**config.mk**
```make
export PLATFORM = sky130hd
export DESIGN_NAME = if_stage_top
export DESIGN_NICKNAME = d
export VERILOG_FILES = /design/src/verilog/if_pkg.sv /design/src/verilog/fetch_issue.sv /design/src/verilog/freeze_hold.sv /design/src/verilog/if_stage_top.sv
export SDC_FILE = /design/constraint.sdc
export NUM_CORES = 1
export LEC_CHECK = 0
export ABC_AREA = 1
export BUFFER_PORTS_ARGS = -buffer_cell sky130_fd_sc_hd__buf_4
export CAP_MARGIN = 20
export CORE_AREA = 5 5 105 107
export CTS_CLUSTER_SIZE = 30
export DETAILED_ROUTE_END_ITERATION = 10
export DIE_AREA = 0 0 110 112
export PLACE_DENSITY = 0.68
export SLEW_MARGIN = 10
export SYNTH_ARGS = -nofsm -noshare
export SYNTH_HDL_FRONTEND = slang
export SYNTH_SLANG_ARGS = --single-unit
```
**constraint.sdc**
```tcl
create_clock -name clk -period 3.8 [get_ports clk]
set_clock_uncertainty 0.2 [all_clocks]
set_input_delay 0.76 -clock clk [delete_from_list [all_inputs] [get_ports clk]]
set_output_delay 0.76 -clock clk [all_outputs]
set_load 0.03 [all_outputs]
```
**src/verilog/if_pkg.sv**
```systemverilog
// Shared fetch-stage constants and payload types. The address field of fetch_word_t is addr_w wide, so any ADDR_W override must match it.

package if_pkg;

	////////////////////
	// Widths
	////////////////////

	// Instruction word width
	localparam int insn_w = 32;

	// Cache tag width
	localparam int tag_w = 4;

	// Default fetch address width, also the width of held addresses
	localparam int addr_w = 32;

	////////////////////
	// NOP encodings
	////////////////////

	// Opcode 000101 with immediate 041_0000
	// Used on flush, no delay slot left, and rfe
	localparam logic [insn_w-1:0] nop_flush = 32'h1441_0000;

	// Opcode 000101 with immediate 061_0000
	// Shown while the cache has nothing to give
	localparam logic [insn_w-1:0] nop_empty = 32'h1461_0000;

	////////////////////
	// Cache error tags
	////////////////////

	// Translation miss in the ITLB
	localparam logic [tag_w-1:0] tag_tlb_miss = 4'hd;

	// Page fault from the IMMU
	localparam logic [tag_w-1:0] tag_page_fault = 4'hc;

	// Bus error on the refill
	localparam logic [tag_w-1:0] tag_bus_err = 4'hb;

	// Any other tag with err raises no exception

	////////////////////
	// Hold payloads
	////////////////////

	// Word hold payload
	// Address is stored already word aligned
	typedef struct packed {
		logic [insn_w-1:0] insn;
		logic [addr_w-1:0] addr;
	} fetch_word_t;

	// Status hold payload
	// Tag only has meaning while err is set
	typedef struct packed {
		logic err;
		logic [tag_w-1:0] tag;
	} ic_status_t;

	// Word hold cleared state
	// Held insn reads as a flush NOP, address zero
	localparam fetch_word_t word_reset_val = '{
		insn: nop_flush,
		addr: '0
	};

	// Status hold cleared state
	localparam ic_status_t status_reset_val = '{
		err: 1'b0,
		tag: '0
	};

endpackage

```
**src/verilog/fetch_issue.sv**
```systemverilog
// Output merge of the fetch stage. All outputs are combinational from the cache port and held state; ack and err are assumed never high together.

`timescale 1ns/1ps

module fetch_issue
	import if_pkg::*;
#(
	// Fetch address width
	parameter int ADDR_W = 32
) (
	input  logic              clk,
	input  logic              reset_i,

	// Cache CPU port
	input  logic [insn_w-1:0] ic_dat_i,
	input  logic              ic_ack_i,
	input  logic              ic_err_i,
	input  logic [ADDR_W-1:0] ic_adr_i,
	input  logic [tag_w-1:0]  ic_tag_i,

	// Pipeline controls
	input  logic              freeze_i,
	input  logic              flush_i,
	input  logic              no_more_dslot_i,
	input  logic              rfe_i,

	// From the two hold instances
	input  fetch_word_t       held_word_i,
	input  ic_status_t        held_status_i,
	input  logic              saved_i,

	// Shared capture strobe for both holds
	output logic              capture_o,

	// To decode
	output logic [insn_w-1:0] insn_o,
	output logic [ADDR_W-1:0] pc_o,
	output logic              stall_o,
	output logic              saving_o,

	// To the PC generator
	output logic              refetch_o,

	// Fetch exceptions
	output logic              exc_tlb_miss_o,
	output logic              exc_page_fault_o,
	output logic              exc_bus_err_o
);

	////////////////////
	// Capture
	////////////////////

	// Response present, frozen, nothing held yet
	assign capture_o = (ic_ack_i | ic_err_i) & freeze_i & !saved_i;

	// A flush in the same cycle throws the capture away
	assign saving_o = capture_o & !flush_i;

	////////////////////
	// Bypass
	////////////////////

	logic bypass_q;
	logic bypass;

	// Set by flush, held until an address with bit 0 high shows up
	// Bit 0 clears it in that very cycle
	assign bypass = ic_adr_i[0] ? 1'b0 : (bypass_q | flush_i);

	always_ff @(posedge clk) begin
		if (reset_i) begin
			bypass_q <= 1'b0;
		end else begin
			bypass_q <= bypass;
		end
	end

	////////////////////
	// Instruction and PC
	////////////////////

	always_comb begin
		if (no_more_dslot_i || rfe_i || bypass) begin
			insn_o = nop_flush;
		end else if (saved_i) begin
			// A held error never reaches decode as a real word
			insn_o = held_status_i.err ? nop_flush : held_word_i.insn;
		end else if (ic_ack_i) begin
			insn_o = ic_dat_i;
		end else begin
			insn_o = nop_empty;
		end
	end

	// Held address was aligned before it was stored
	assign pc_o = saved_i ? held_word_i.addr : {ic_adr_i[ADDR_W-1:2], 2'b00};

	// Nothing live and nothing held
	assign stall_o = !ic_ack_i & !ic_err_i & !saved_i;

	// New word arrives while the old one still waits
	// PC generator must ask for it again later
	assign refetch_o = saved_i & ic_ack_i;

	////////////////////
	// Exceptions
	////////////////////

	ic_status_t cur_status;

	// Held status wins while saved
	assign cur_status = saved_i ? held_status_i : '{err: ic_err_i, tag: ic_tag_i};

	// No delay slot left, so nothing may trap here
	assign exc_tlb_miss_o   = !no_more_dslot_i & cur_status.err &
		(cur_status.tag == tag_tlb_miss);
	assign exc_page_fault_o = !no_more_dslot_i & cur_status.err &
		(cur_status.tag == tag_page_fault);
	assign exc_bus_err_o    = !no_more_dslot_i & cur_status.err &
		(cur_status.tag == tag_bus_err);

endmodule

```
**src/verilog/freeze_hold.sv**
```systemverilog
// Holds one cache response per freeze. Flush wins over capture, and only the first capture of a freeze is kept.

`timescale 1ns/1ps

module freeze_hold #(
	// Payload kept across the freeze
	parameter type payload_t = logic,
	// Value after reset or flush
	parameter payload_t RESET_VAL = '0
) (
	input  logic     clk,
	input  logic     reset_i,
	// Pipeline flush clears everything held
	input  logic     flush_i,
	// Pipeline frozen this cycle
	input  logic     freeze_i,
	// Response present, frozen, nothing saved yet
	input  logic     capture_i,
	// Live payload from the cache port
	input  payload_t data_i,
	// Held payload valid while saved_o is high
	output payload_t held_o,
	// A response has been captured
	output logic     saved_o
);

	////////////////////
	// Saved flag
	////////////////////

	logic saved_q;

	// Set on capture
	// Dropped once the freeze ends
	always_ff @(posedge clk) begin
		if (reset_i || flush_i) begin
			saved_q <= 1'b0;
		end else if (capture_i) begin
			saved_q <= 1'b1;
		end else if (!freeze_i) begin
			saved_q <= 1'b0;
		end
	end

	////////////////////
	// Payload register
	////////////////////

	payload_t held_q;

	// Flush first, then load on capture
	// Outside a freeze it tracks the live payload
	// so the address side is always current
	always_ff @(posedge clk) begin
		if (reset_i || flush_i) begin
			held_q <= RESET_VAL;
		end else if (capture_i || !freeze_i) begin
			held_q <= data_i;
		end
		// Frozen and already saved
		// keep the first response
	end

	////////////////////
	// Outputs
	////////////////////

	// Both straight from the registers
	assign held_o  = held_q;
	assign saved_o = saved_q;

endmodule

```
**src/verilog/if_stage_top.sv**
```systemverilog
// Instruction-fetch stage top. ADDR_W must equal if_pkg::addr_w because the held word stores the address at that width.

`timescale 1ns/1ps

module if_stage_top
	import if_pkg::*;
#(
	// Fetch address width, passed down to the issue block
	parameter int ADDR_W = 32
) (
	input  logic              clk,
	input  logic              reset_i,

	// Cache CPU port
	input  logic [insn_w-1:0] ic_dat_i,
	input  logic              ic_ack_i,
	input  logic              ic_err_i,
	input  logic [ADDR_W-1:0] ic_adr_i,
	input  logic [tag_w-1:0]  ic_tag_i,

	// Pipeline controls
	input  logic              freeze_i,
	input  logic              flush_i,
	input  logic              no_more_dslot_i,
	input  logic              rfe_i,

	// Stage outputs
	output logic [insn_w-1:0] insn_o,
	output logic [ADDR_W-1:0] pc_o,
	output logic              stall_o,
	output logic              saving_o,
	output logic              refetch_o,
	output logic              exc_tlb_miss_o,
	output logic              exc_page_fault_o,
	output logic              exc_bus_err_o
);

	////////////////////
	// Live payloads
	////////////////////

	fetch_word_t live_word;
	ic_status_t  live_status;

	// Word is stored with its address already aligned
	assign live_word   = '{insn: ic_dat_i, addr: {ic_adr_i[ADDR_W-1:2], 2'b00}};
	assign live_status = '{err: ic_err_i, tag: ic_tag_i};

	////////////////////
	// Hold blocks
	////////////////////

	logic        capture;
	logic        saved;
	fetch_word_t held_word;
	ic_status_t  held_status;

	// Instruction word and address
	freeze_hold #(
		.payload_t (fetch_word_t),
		.RESET_VAL (word_reset_val)
	) u_word_hold (
		.clk       (clk),
		.reset_i   (reset_i),
		.flush_i   (flush_i),
		.freeze_i  (freeze_i),
		.capture_i (capture),
		.data_i    (live_word),
		.held_o    (held_word),
		.saved_o   (saved)
	);

	// Err and tag, same capture so both stay in step
	// Its flag copies the word flag and is left open
	freeze_hold #(
		.payload_t (ic_status_t),
		.RESET_VAL (status_reset_val)
	) u_status_hold (
		.clk       (clk),
		.reset_i   (reset_i),
		.flush_i   (flush_i),
		.freeze_i  (freeze_i),
		.capture_i (capture),
		.data_i    (live_status),
		.held_o    (held_status),
		.saved_o   ()
	);

	////////////////////
	// Issue block
	////////////////////

	fetch_issue #(
		.ADDR_W (ADDR_W)
	) u_issue (
		.clk              (clk),
		.reset_i          (reset_i),
		.ic_dat_i         (ic_dat_i),
		.ic_ack_i         (ic_ack_i),
		.ic_err_i         (ic_err_i),
		.ic_adr_i         (ic_adr_i),
		.ic_tag_i         (ic_tag_i),
		.freeze_i         (freeze_i),
		.flush_i          (flush_i),
		.no_more_dslot_i  (no_more_dslot_i),
		.rfe_i            (rfe_i),
		.held_word_i      (held_word),
		.held_status_i    (held_status),
		.saved_i          (saved),
		.capture_o        (capture),
		.insn_o           (insn_o),
		.pc_o             (pc_o),
		.stall_o          (stall_o),
		.saving_o         (saving_o),
		.refetch_o        (refetch_o),
		.exc_tlb_miss_o   (exc_tlb_miss_o),
		.exc_page_fault_o (exc_page_fault_o),
		.exc_bus_err_o    (exc_bus_err_o)
	);

endmodule
```
Yosys cells after proc, flatten, opt, wreduce, memory -nomap -nowiden
Index checks and enable logic that the tools add are counted.
Widths: inputs -> output; s select.

word-level totals
  output and inout port bits = 70
  flip-flop bits (word level) = 69
  input bits = 76
  logic and storage cells = 41

operators by class
  reduce and logical (&&, ||, !) cells = 10
  eq/ne operators = 4
  muxes and demuxes = 9
  bitwise gates (word level) = 12

operators by type and width
  cell                count
  $mux 32             5
  $eq 4x4->1 const B  3
  $and 1x1->1         10
  $logic_not 1->1     6
  $mux 5              1
  $logic_or 1x1->1    4
  $mux 1              3
  $ne 2x1->1 const B  1
  $or 1x1->1          2

Longest topological paths before layout
Gate-level depths: netlist of run 1.

  depth in word-level cells = 4
  gate-level depth with buffers = 9
  depth with buffers taken out = 6

By module
Synthesis of run 1 repeated with hierarchy kept, for this count alone.

second synthesis, totals
  cells, all modules = 710
  area, all modules = 4175.3 µm²

by module, submodules not included
  module                       area an instance (µm²)  seq. area each (µm²)  instances  cells an instance
  freeze_hold (u_word_hold)    2725.1                  1301.2                1          413
  fetch_issue                  1193.6                  20.0                  1          257
  freeze_hold (u_status_hold)  252.7                   120.1                 1          39
  if_stage_top                 3.8                     0.0                   1          1

Worst setup path after synthesis of run 1
OpenSTA, ideal clock, no wires.

  kind = input -> output
  from = in flush_i
  to = out insn_o[21]
  data required time = 2840 ps
  stages = 4
  arrival = 1799 ps
  setup slack = 1041 ps
  path buffers = 1
  path through = o21bai_1 -> nand2_1 -> buf_2 -> nor3_1

between the ends
  longest elaborated chain between the ends = 4

RTL lines
  item                RTL line            source
  start: declaration  if_stage_top.sv:23  input logic flush_i,
  $or 1x1->1          fetch_issue.sv:69   assign bypass = ic_adr_i[0] ? 1'b0 : (bypass_q | flush_i);
  $mux 1              fetch_issue.sv:69
  $logic_or 1x1->1    fetch_issue.sv:84   if (no_more_dslot_i || rfe_i || bypass) begin
  $mux 32             fetch_issue.sv:84
  end: declaration    if_stage_top.sv:28  output logic [insn_w-1:0] insn_o,

No other way between the ends.

Worst setup path in the final report of run 1
  from = reg u_word_hold.saved_q, in the netlist u_word_hold.saved_o
  to = out exc_bus_err_o

between the ends
  longest elaborated chain between the ends = 3
  elaborated cells between the ends (all ways) = 4
  those cells by class = 1 x eq/ne; 1 x mux; 2 x bitwise

RTL lines
  item                                       RTL line                                source
  start: declaration                         freeze_hold.sv:31                       logic saved_q;
  start signal: assignment                   freeze_hold.sv:37                       saved_q <= 1'b0;
  start signal: assignment                   freeze_hold.sv:39                       saved_q <= 1'b1;
  start signal: assignment                   freeze_hold.sv:41                       saved_q <= 1'b0;
  $mux 5 *                                   fetch_issue.sv:113                      assign cur_status = saved_i ? held_status_i : '{err: ic_err_i, tag: ic_tag_i};
  $eq 4x4->1 or $and 1x1->1 (tied branches)  fetch_issue.sv:121, fetch_issue.sv:120
  $and 1x1->1 *                              fetch_issue.sv:120                      assign exc_bus_err_o = !no_more_dslot_i & cur_status.err &
  end: declaration                           if_stage_top.sv:35                      output logic exc_bus_err_o

Mark *: on every way between the ends. The rest lies on a longest branch, timed or not.

==> results of run 1 <==
## through the flow
step                       util  total power [mW]
final                     0.512              1.85
after global routing      0.512              1.96
after CTS                 0.512              1.88
after detailed placement  0.491              1.23
after global placement    0.491              1.22
after floorplan               -              1.08
## worst paths after layout
check	from	endpoint	slack (ns)
setup / recovery	u_word_hold.saved_o$_SDFFE_PP0P_	exc_bus_err_o	0.53
hold / removal	u_issue.bypass_q$_SDFF_PP0_	u_issue.bypass_q$_SDFF_PP0_	0.30
setup reg to reg	u_word_hold.saved_o$_SDFFE_PP0P_	u_word_hold.held_o[58]$_SDFFE_PP1P_	1.82
hold reg to reg	u_issue.bypass_q$_SDFF_PP0_	u_issue.bypass_q$_SDFF_PP0_	0.30
## critical path, stage by stage, from the launching register on
cell,delay [ns]
dfxtp_1,0.42
inv_1,0.29
buf_4,0.26
buf_4,0.36
nand2_1,0.07
o21ai_0,0.14
nand3_1,0.11
nor2_1,0.13
buf_4,0.18
## per-layer routing
metal | global-route usage | share of wire
met5 | 0 | 0
met4 | 0.0466 | 0.0078
met3 | 0.0475 | 0.084
met2 | 0.275 | 0.45
met1 | 0.233 | 0.45
## cell type report
| cell class | instances | share of cell area |
|---|---|---|
| inverter | 71 | 0.0519 |
| tap | 136 | 0.0331 |
| multi-input combinational | 453 | 0.386 |
| timing repair buffer | 149 | 0.220 |
| clock buffer | 11 | 0.0256 |
| clock inverter | 5 | 0.0146 |
| sequential | 69 | 0.269 |
## power groups by stage
stage / logic (mW) / registers [mW] / clock network [mW]
6_report: 0.442 / 0.771 / 0.640
5_1_grt: 0.491 / 0.774 / 0.693
4_1_cts: 0.444 / 0.771 / 0.663
3_5_place_dp: 0.443 / 0.788 / 0
3_3_place_gp: 0.432 / 0.787 / 0
2_1_floorplan: 0.292 / 0.784 / 0
## flip-flops by register name, indices dropped and copies added (netlist names)
signal                cells
u_word_hold.held_o       62
u_status_hold.held_o      5
u_issue.bypass_q          1
u_word_hold.saved_o       1
## cell usage in the layout (no fill, tap or decap)
master | netlist | layout
a21oi_1 | 92 | 92
buf_12 | 0 | 1
buf_4 | 6 | 148
bufinv_16 | 0 | 2
clkbuf_1 | 15 | 2
clkbuf_8 | 0 | 9
clkinv_2 | 0 | 3
conb_1 | 1 | 2
dfxtp_1 | 69 | 69
inv_1 | 69 | 69
inv_2 | 2 | 2
nand2_1 | 116 | 116
nand2_4 | 0 | 1
nand3_1 | 76 | 76
nor2_1 | 126 | 125
nor2_2 | 1 | 1
nor2_4 | 0 | 1
nor3_1 | 1 | 1
o21ai_0 | 33 | 33
o21bai_1 | 1 | 1
o22ai_1 | 4 | 4
## cell families after synthesis
family,Yosys count,synth area share
AND/OR/NAND/NOR,321,0.336
AO/OA/AOI/OAI,130,0.169
buffers and inverters,125,0.139
flip-flops,69,0.355
other,1,0.000964
## synthesized netlist by cell type
| cell type | count |
|---|---|
| o21bai_1 | 1 |
| o22ai_1 | 4 |
| nand2_2 | 1 |
| conb_1 | 1 |
| nor3_1 | 1 |
| nor2_1 | 126 |
| buf_4 | 6 |
| inv_1 | 69 |
| nand3_1 | 76 |
| inv_2 | 2 |
| buf_1 | 8 |
| dfxtp_1 | 69 |
| nand2_1 | 116 |
| nor2_2 | 1 |
| buf_2 | 22 |
| a21oi_1 | 92 |
| buf_6 | 3 |
| clkbuf_1 | 15 |
| o21ai_0 | 33 |
==> impl_metrics.toml, run 1 <==
[place]
dpl.cell_count = 878
preCtsSetupSlack_ns = 0.857
placed_cell_area_um2 = 4930
gp_congestion = 0.799
portBuffers = 142
dpl.hpwl_um = 7280

[drt]
via_per_inst = 4.81
dr.first_iter.drc_count = 323
vias = 4301
wl_um = 11100
route.detailed.drc = 0
wl_per_cell_um = 12.4
antenna_left = 0
first_pass_iters = 4

[hold_path]
hold_depth = 2
min_path_type = "register to register"

[setup_path]
critPathCaptureType = "output port"
cp.arrival_ns = 2.31
path_max_fanout = 43
cp-start-kind = "register"
worstPathRequired_ns = 2.84
worstSetupPathType = "register to output port"
reg2reg_depth = 6

[synthesis]
ys_seq_elements = 69
synthesis.instances = 646
synth_area_per_cell_um2 = 6.02
yosysTopAreaCell = "dfxtp_1"
synth_top_area_frac = 0.355
synth_cell_types = 19
synth_area_leaders = "dfxtp_1 35%, nor2_1 12%, a21oi_1 12%"
synth_area_um2 = 3890
yosysWarnings = 0
ys_seq_area_frac = 0.355

[sta]
relSlewSlack = 0.368
finalWorstSetupSlack_ns = 0.530
grt_setup_unrepaired = "false"
hold_slack_ns = 0.305
setup_violations = 0
fmax_ghz = 0.306
fin_crit_ns = 3.27
setup_tns_ns = 0
worst_pin_slew_ns = 0.948
hold_viol = 0
slew_viol_final = 0
finalCritPeriodShare = 0.860

[final_layout]
drive_above_1_share = 0.222
fill_cells = 1023
instances_no_fill = 894
seq_area_um2 = 1380
multiInputGateArea_um2 = 1980
finalInstanceArea_um2 = 5140
num-nets-final = 829
areaGrowthSynthToFinish_pct = 32.1
antenna_cells = 0

[floorplan]
die_h_um = 112
row_count = 37
coreArea_um2 = 10000
die_area_um2 = 12300
initial_utilization = 0.387
dieWidth_um = 110
ios = 146

[pwr]
p_comb_frac = 0.238
clkPwrFrac = 0.345
vdd_drop_max_mv = 0.170
seqPwrFrac = 0.416
p_int_mw = 1.30
leakage_nw = 2.40
switching_share = 0.300
switchingPower_uw = 556
power_density_nw_per_um2 = 360

[clock_network]
clk_latency_ns = 0.33
htreeDepth = 3
cts_tree = "done"
ctsResizeCount = 0
cts-buffers-inserted = 9
cts_setup_buffers = 0
hold_buffers = 0
cts_root_buf = "clkbuf_8"
clk_path_buf_depth = 2
clock_sinks = 69
clk_pin_slew_ns = 0.08

[grt]
track_usage = 0.174
grt-ovfl-total = 0
antenna_found_initial = 0
grt_pass1_wl_um = 17700
grt_max_degree = 132
grt_pass1_vias = 3879

[run_status]
outcome = "finished, final reports clean"

[job]
maxCapViolations = 0
No activity file was read; power rests on OpenSTA's default activity.
==> run 2, diff against run 1 <==
==> constraint.sdc (replaced) <==
create_clock -name clk -period 3.8 [get_ports clk]
set_clock_uncertainty 0.2 [all_clocks]
set_input_delay 0.76 -clock clk [delete_from_list [all_inputs] [get_ports clk]]
set_output_delay 0.76 -clock clk [all_outputs]
set_load 0.02 [all_outputs]
==> impl_metrics.toml, run 2 (same netlist as run 1, synthesis figures left out) <==
[pwr]
vdd_drop_max_mv = 0.176
leakage_nw = 2.39
clkPwrFrac = 0.351
switchingPower_uw = 532
switching_share = 0.291
p_int_mw = 1.29
p_comb_frac = 0.227
seqPwrFrac = 0.422
power_density_nw_per_um2 = 355

[grt]
grt_pass1_wl_um = 17800
grt_max_degree = 132
track_usage = 0.176
grt_pass1_vias = 3957
antenna_found_initial = 0
grt-ovfl-total = 0

[setup_path]
critPathCaptureType = "output port"
reg2reg_slack_ns = 1.89
worstPathRequired_ns = 2.84
reg2reg_to = "u_word_hold.held_o[54]$_SDFFE_PP1P_"
cp.arrival_ns = 2.30
cp-start-kind = "register"
worstReg2RegStart = "u_word_hold.saved_o$_SDFFE_PP0P_"
path_max_fanout = 43
worstSetupPathType = "register to output port"
reg2reg_depth = 6

[sta]
setup_tns_ns = 0
setup_violations = 0
fin_crit_ns = 3.26
worst_pin_slew_ns = 0.933
hold_slack_ns = 0.307
relSlewSlack = 0.378
hold_viol = 0
slew_viol_final = 0
fmax_ghz = 0.307
grt_setup_unrepaired = "false"
finalWorstSetupSlack_ns = 0.544
finalCritPeriodShare = 0.857

[hold_path]
min_path_type = "register to register"
holdPathEnd = "u_word_hold.held_o[48]$_SDFFE_PP1P_"
min_from = "u_word_hold.held_o[48]$_SDFFE_PP1P_"
hold_depth = 2

[drt]
wl_per_cell_um = 12.2
route.detailed.drc = 0
vias = 4295
dr.first_iter.drc_count = 247
first_pass_iters = 5
wl_um = 10900
via_per_inst = 4.81
antenna_left = 0

[floorplan]
dieWidth_um = 110
ios = 146
die_area_um2 = 12300
initial_utilization = 0.387
row_count = 37
die_h_um = 112
coreArea_um2 = 10000

[final_layout]
antenna_cells = 0
layout_common_cells = "148 x buf_4, 125 x nor2_1, 116 x nand2_1, 92 x a21oi_1, 76 x nand3_1"
seq_area_um2 = 1380
fin_util = 0.512
fill_cells = 1022
drive_above_1_share = 0.223
num-nets-final = 829
areaGrowthSynthToFinish_pct = 32.3
multiInputGateArea_um2 = 1980
largest_reg_flops = 62
layout_commonest_cell = "buf_4"

[place]
preCtsSetupSlack_ns = 0.878
gp_congestion = 0.802
dpl.hpwl_um = 7200
portBuffers = 142

[clock_network]
htreeDepth = 3
clock_sinks = 69
ctsResizeCount = 0
clk_path_buf_depth = 2
cts_tree = "done"
hold_buffers = 0
clk_latency_ns = 0.33
cts_setup_buffers = 0
cts_root_buf = "clkbuf_8"
clk_pin_slew_ns = 0.08
cts-buffers-inserted = 9

[run_status]
outcome = "finished, final reports clean"

[job]
maxCapViolations = 0
==> run 2: cell types whose count changed in the layout (fill, tap and decap cells not counted) <==
| cell | before | now |
|---|---|---|
| clkinvlp_4 | 0 | 2 |
| clkinv_2 | 3 | 1 |
| clkbuf_1 | 2 | 0 |
| clkinv_4 | 0 | 1 |
==> run 2: power by group through the flow <==
stage               sequential [mW]  combinational [mW]  clock [mW]
floorplan                     0.784               0.266           0
global placement              0.787               0.406           0
detailed placement            0.788               0.416           0
CTS                           0.771               0.417       0.665
global route                  0.774               0.466       0.709
finish                        0.771               0.414       0.641
==> run 2: area by class of cell <==
cell class	instances	share of cell area
timing repair buffer	149	0.220
multi-input combinational	453	0.386
clock buffer	9	0.0241
inverter	71	0.0518
clock inverter	6	0.0173
sequential	69	0.268
tap	136	0.0331
==> run 2: stage by stage <==
step / instance area (um^2) / std cells / power, mW
6_report: 5150 / 893 / 1.83
2_1_floorplan: 3890 / 647 / 1.05
3_5_place_dp: 4930 / 878 / 1.20
3_3_place_gp: 4930 / 878 / 1.19
4_1_cts: 5150 / 893 / 1.85
5_1_grt: 5150 / 893 / 1.95
==> run 2: worst max-delay path by stage <==
stage / start / end / slack (ns) / depth (start not counted)
floorplan: freeze_i / saving_o / 1.17 / 7
global placement: ic_ack_i / insn_o[1] / 0.89 / 6
detailed placement: u_word_hold.saved_o$_SDFFE_PP0P_ / exc_page_fault_o / 0.88 / 8
CTS: u_word_hold.saved_o$_SDFFE_PP0P_ / exc_page_fault_o / 0.50 / 8
global route: u_word_hold.saved_o$_SDFFE_PP0P_ / exc_bus_err_o / 0.23 / 8
finish: u_word_hold.saved_o$_SDFFE_PP0P_ / exc_page_fault_o / 0.54 / 8
==> run 2: per-layer routing <==
layer	track usage	vias to the layer above	routed length, um	share of wire
met1	0.223	1908	4920	0.45
met3	0.0516	5	967	0.089
met4	0.0366	0	53	0.0049
li1	-	2246	-	-
met2	0.293	136	4980	0.46
met5	0	-	0	0
==> run 2: critical path: stages (launching register included) <==
cell     delay [ns]
dfxtp_1        0.42
inv_1          0.29
buf_4          0.25
buf_4          0.36
nand2_1        0.08
o21ai_0        0.16
nand3_1        0.11
nor2_1         0.14
buf_4          0.16
==> run 3, diff against run 2 <==
--- a/config.mk
+++ b/config.mk
@@ -6,14 +6,15 @@
 export NUM_CORES = 1
 export LEC_CHECK = 0
 export ABC_AREA = 1
-export BUFFER_PORTS_ARGS = -buffer_cell sky130_fd_sc_hd__buf_4
 export CAP_MARGIN = 20
-export CORE_AREA = 5 5 105 107
+export CORE_AREA = 5 5 109 111
 export CTS_CLUSTER_SIZE = 30
 export DETAILED_ROUTE_END_ITERATION = 10
-export DIE_AREA = 0 0 110 112
-export PLACE_DENSITY = 0.68
+export DIE_AREA = 0 0 114 116
+export DONT_BUFFER_PORTS = 1
+export PLACE_DENSITY = 0.55
 export SLEW_MARGIN = 10
 export SYNTH_ARGS = -nofsm -noshare
 export SYNTH_HDL_FRONTEND = slang
+export SYNTH_HIERARCHICAL = 1
 export SYNTH_SLANG_ARGS = --single-unit
==> impl_metrics.toml, run 3 <==
[run_status]
outcome = "finished, final reports clean"

[place]
gp_congestion = 0.753
preCtsSetupSlack_ns = 0.972
placed_cell_area_um2 = 4260
portBuffers = 0
dpl.hpwl_um = 7390

[final_layout]
fin_util = 0.415
num-nets-final = 770
largest_reg_flops = 64
finalInstanceArea_um2 = 4440
fill_cells = 1212
antenna_cells = 0
layout_common_cells = "213 x nand2_1, 140 x nor2_1, 104 x nand3_1, 83 x inv_1, 70 x dfxtp_1"
layout_commonest_cell = "nand2_1"
areaGrowthSynthToFinish_pct = 7.25
drive_above_1_share = 0.0818

[sta]
setup_tns_ns = 0
slew_viol_final = 0
worst_pin_slew_ns = 0.944
hold_viol = 0
grt_setup_unrepaired = "false"
relSlewSlack = 0.365
fin_crit_ns = 3.16
setup_violations = 0
finalWorstSetupSlack_ns = 0.640
finalCritPeriodShare = 0.832
fmax_ghz = 0.316

[clock_network]
htreeDepth = 3
cts-buffers-inserted = 9
clock_sinks = 71
clk_pin_slew_ns = 0.07
clk_latency_ns = 0.34
clk_path_buf_depth = 2
hold_buffers = 0
cts_setup_buffers = 0
cts_root_buf = "clkbuf_8"
cts_tree = "done"
ctsResizeCount = 0

[grt]
grt_max_degree = 75
grt-ovfl-total = 0
grt_pass1_wl_um = 18400
antenna_found_initial = 0
grt_pass1_vias = 3855
track_usage = 0.171

[setup_path]
worstSetupPathType = "register to output port"
crit_start = "u_word_hold/saved_o$_SDFFE_PP0P_"
path_max_fanout = 38
reg2reg_depth = 6
reg2reg_slack_ns = 1.11
cp.arrival_ns = 2.20
worstPathRequired_ns = 2.84
worstReg2RegStart = "u_word_hold/saved_o$_SDFFE_PP0P_"
setup.worst_path.end = "insn_o[0]"
reg2reg_to = "u_word_hold/held_o[10]$_SDFFE_PP0P_"
cp-start-kind = "register"
critPathCaptureType = "output port"

[drt]
via_per_inst = 4.83
first_pass_iters = 5
dr.first_iter.drc_count = 276
antenna_left = 0
wl_um = 11400
vias = 4043
route.detailed.drc = 0
wl_per_cell_um = 13.6

[job]
maxCapViolations = 0

[floorplan]
row_count = 38
coreArea_um2 = 10700
die_area_um2 = 13200
dieWidth_um = 114
initial_utilization = 0.387
ios = 146
die_h_um = 116

[pwr]
vdd_drop_max_mv = 0.157
leakage_nw = 2.02
finalPower_mw = 1.68
power_density_nw_per_um2 = 378

[synthesis]
yosysWarnings = 6
synth_area_um2 = 4140
synthesis.instances = 705
synth_area_per_cell_um2 = 5.87

[hold_path]
min_path_type = "input pin to register"
==> run 3: area by class of cell <==
type | count | area [um^2] | area share
clock buffers | 14 | 183 | 0.0411
inverters | 88 | 340 | 0.0766
multi-input cells | 501 | 2130 | 0.481
flip-flops and latches | 71 | 1420 | 0.320
well taps | 140 | 175 | 0.0394
repair buffers | 23 | 185 | 0.0417
==> run 3: how the worst min path moves through the flow <==
stage,from,end,slack [ns],depth (start not counted)
floorplan,u_issue/bypass_q$_SDFF_PP0_,u_issue/bypass_q$_SDFF_PP0_,0.27,2
global placement,u_issue/bypass_q$_SDFF_PP0_,u_issue/bypass_q$_SDFF_PP0_,0.28,2
detailed placement,u_word_hold/held_o[54]$_SDFFE_PP1P_,u_word_hold/held_o[54]$_SDFFE_PP1P_,0.29,2
CTS,reset_i,u_issue/bypass_q$_SDFF_PP0_,0.26,1
global route,reset_i,u_issue/bypass_q$_SDFF_PP0_,0.25,1
finish,reset_i,u_issue/bypass_q$_SDFF_PP0_,0.28,1
==> run 3: power breakdown <==
| part | internal, mW | switching, mW | total, mW |
|---|---|---|---|
| Combinational | 0.0891 | 0.206 | 0.295 |
| Sequential | 0.783 | 0.0230 | 0.806 |
| Clock | 0.302 | 0.275 | 0.577 |
| Total | 1.17 | 0.503 | 1.68 |
==> run 3: critical path, cell delays in order, from the launching register on <==
cell     delay (ns)
dfxtp_2        0.82
buf_4          0.49
nand3_1        0.12
a21oi_1        0.23
buf_4          0.18
==> run 3: layer usage <==
metal  vias to the layer above  global-route usage  wire length, um
li1                       2109                   -                -
met2                       118               0.292             5560
met1                      1808               0.203             4790
met3                         8              0.0491              945
met4                         0              0.0665              105
met5                         -                   0                0
==> run 3: stage by stage <==
stage	std cells	hold slack, ns
finish	837	0.282
global route	837	0.253
CTS	837	0.256
detailed placement	823	0.292
global placement	823	0.279
floorplan	706	0.269
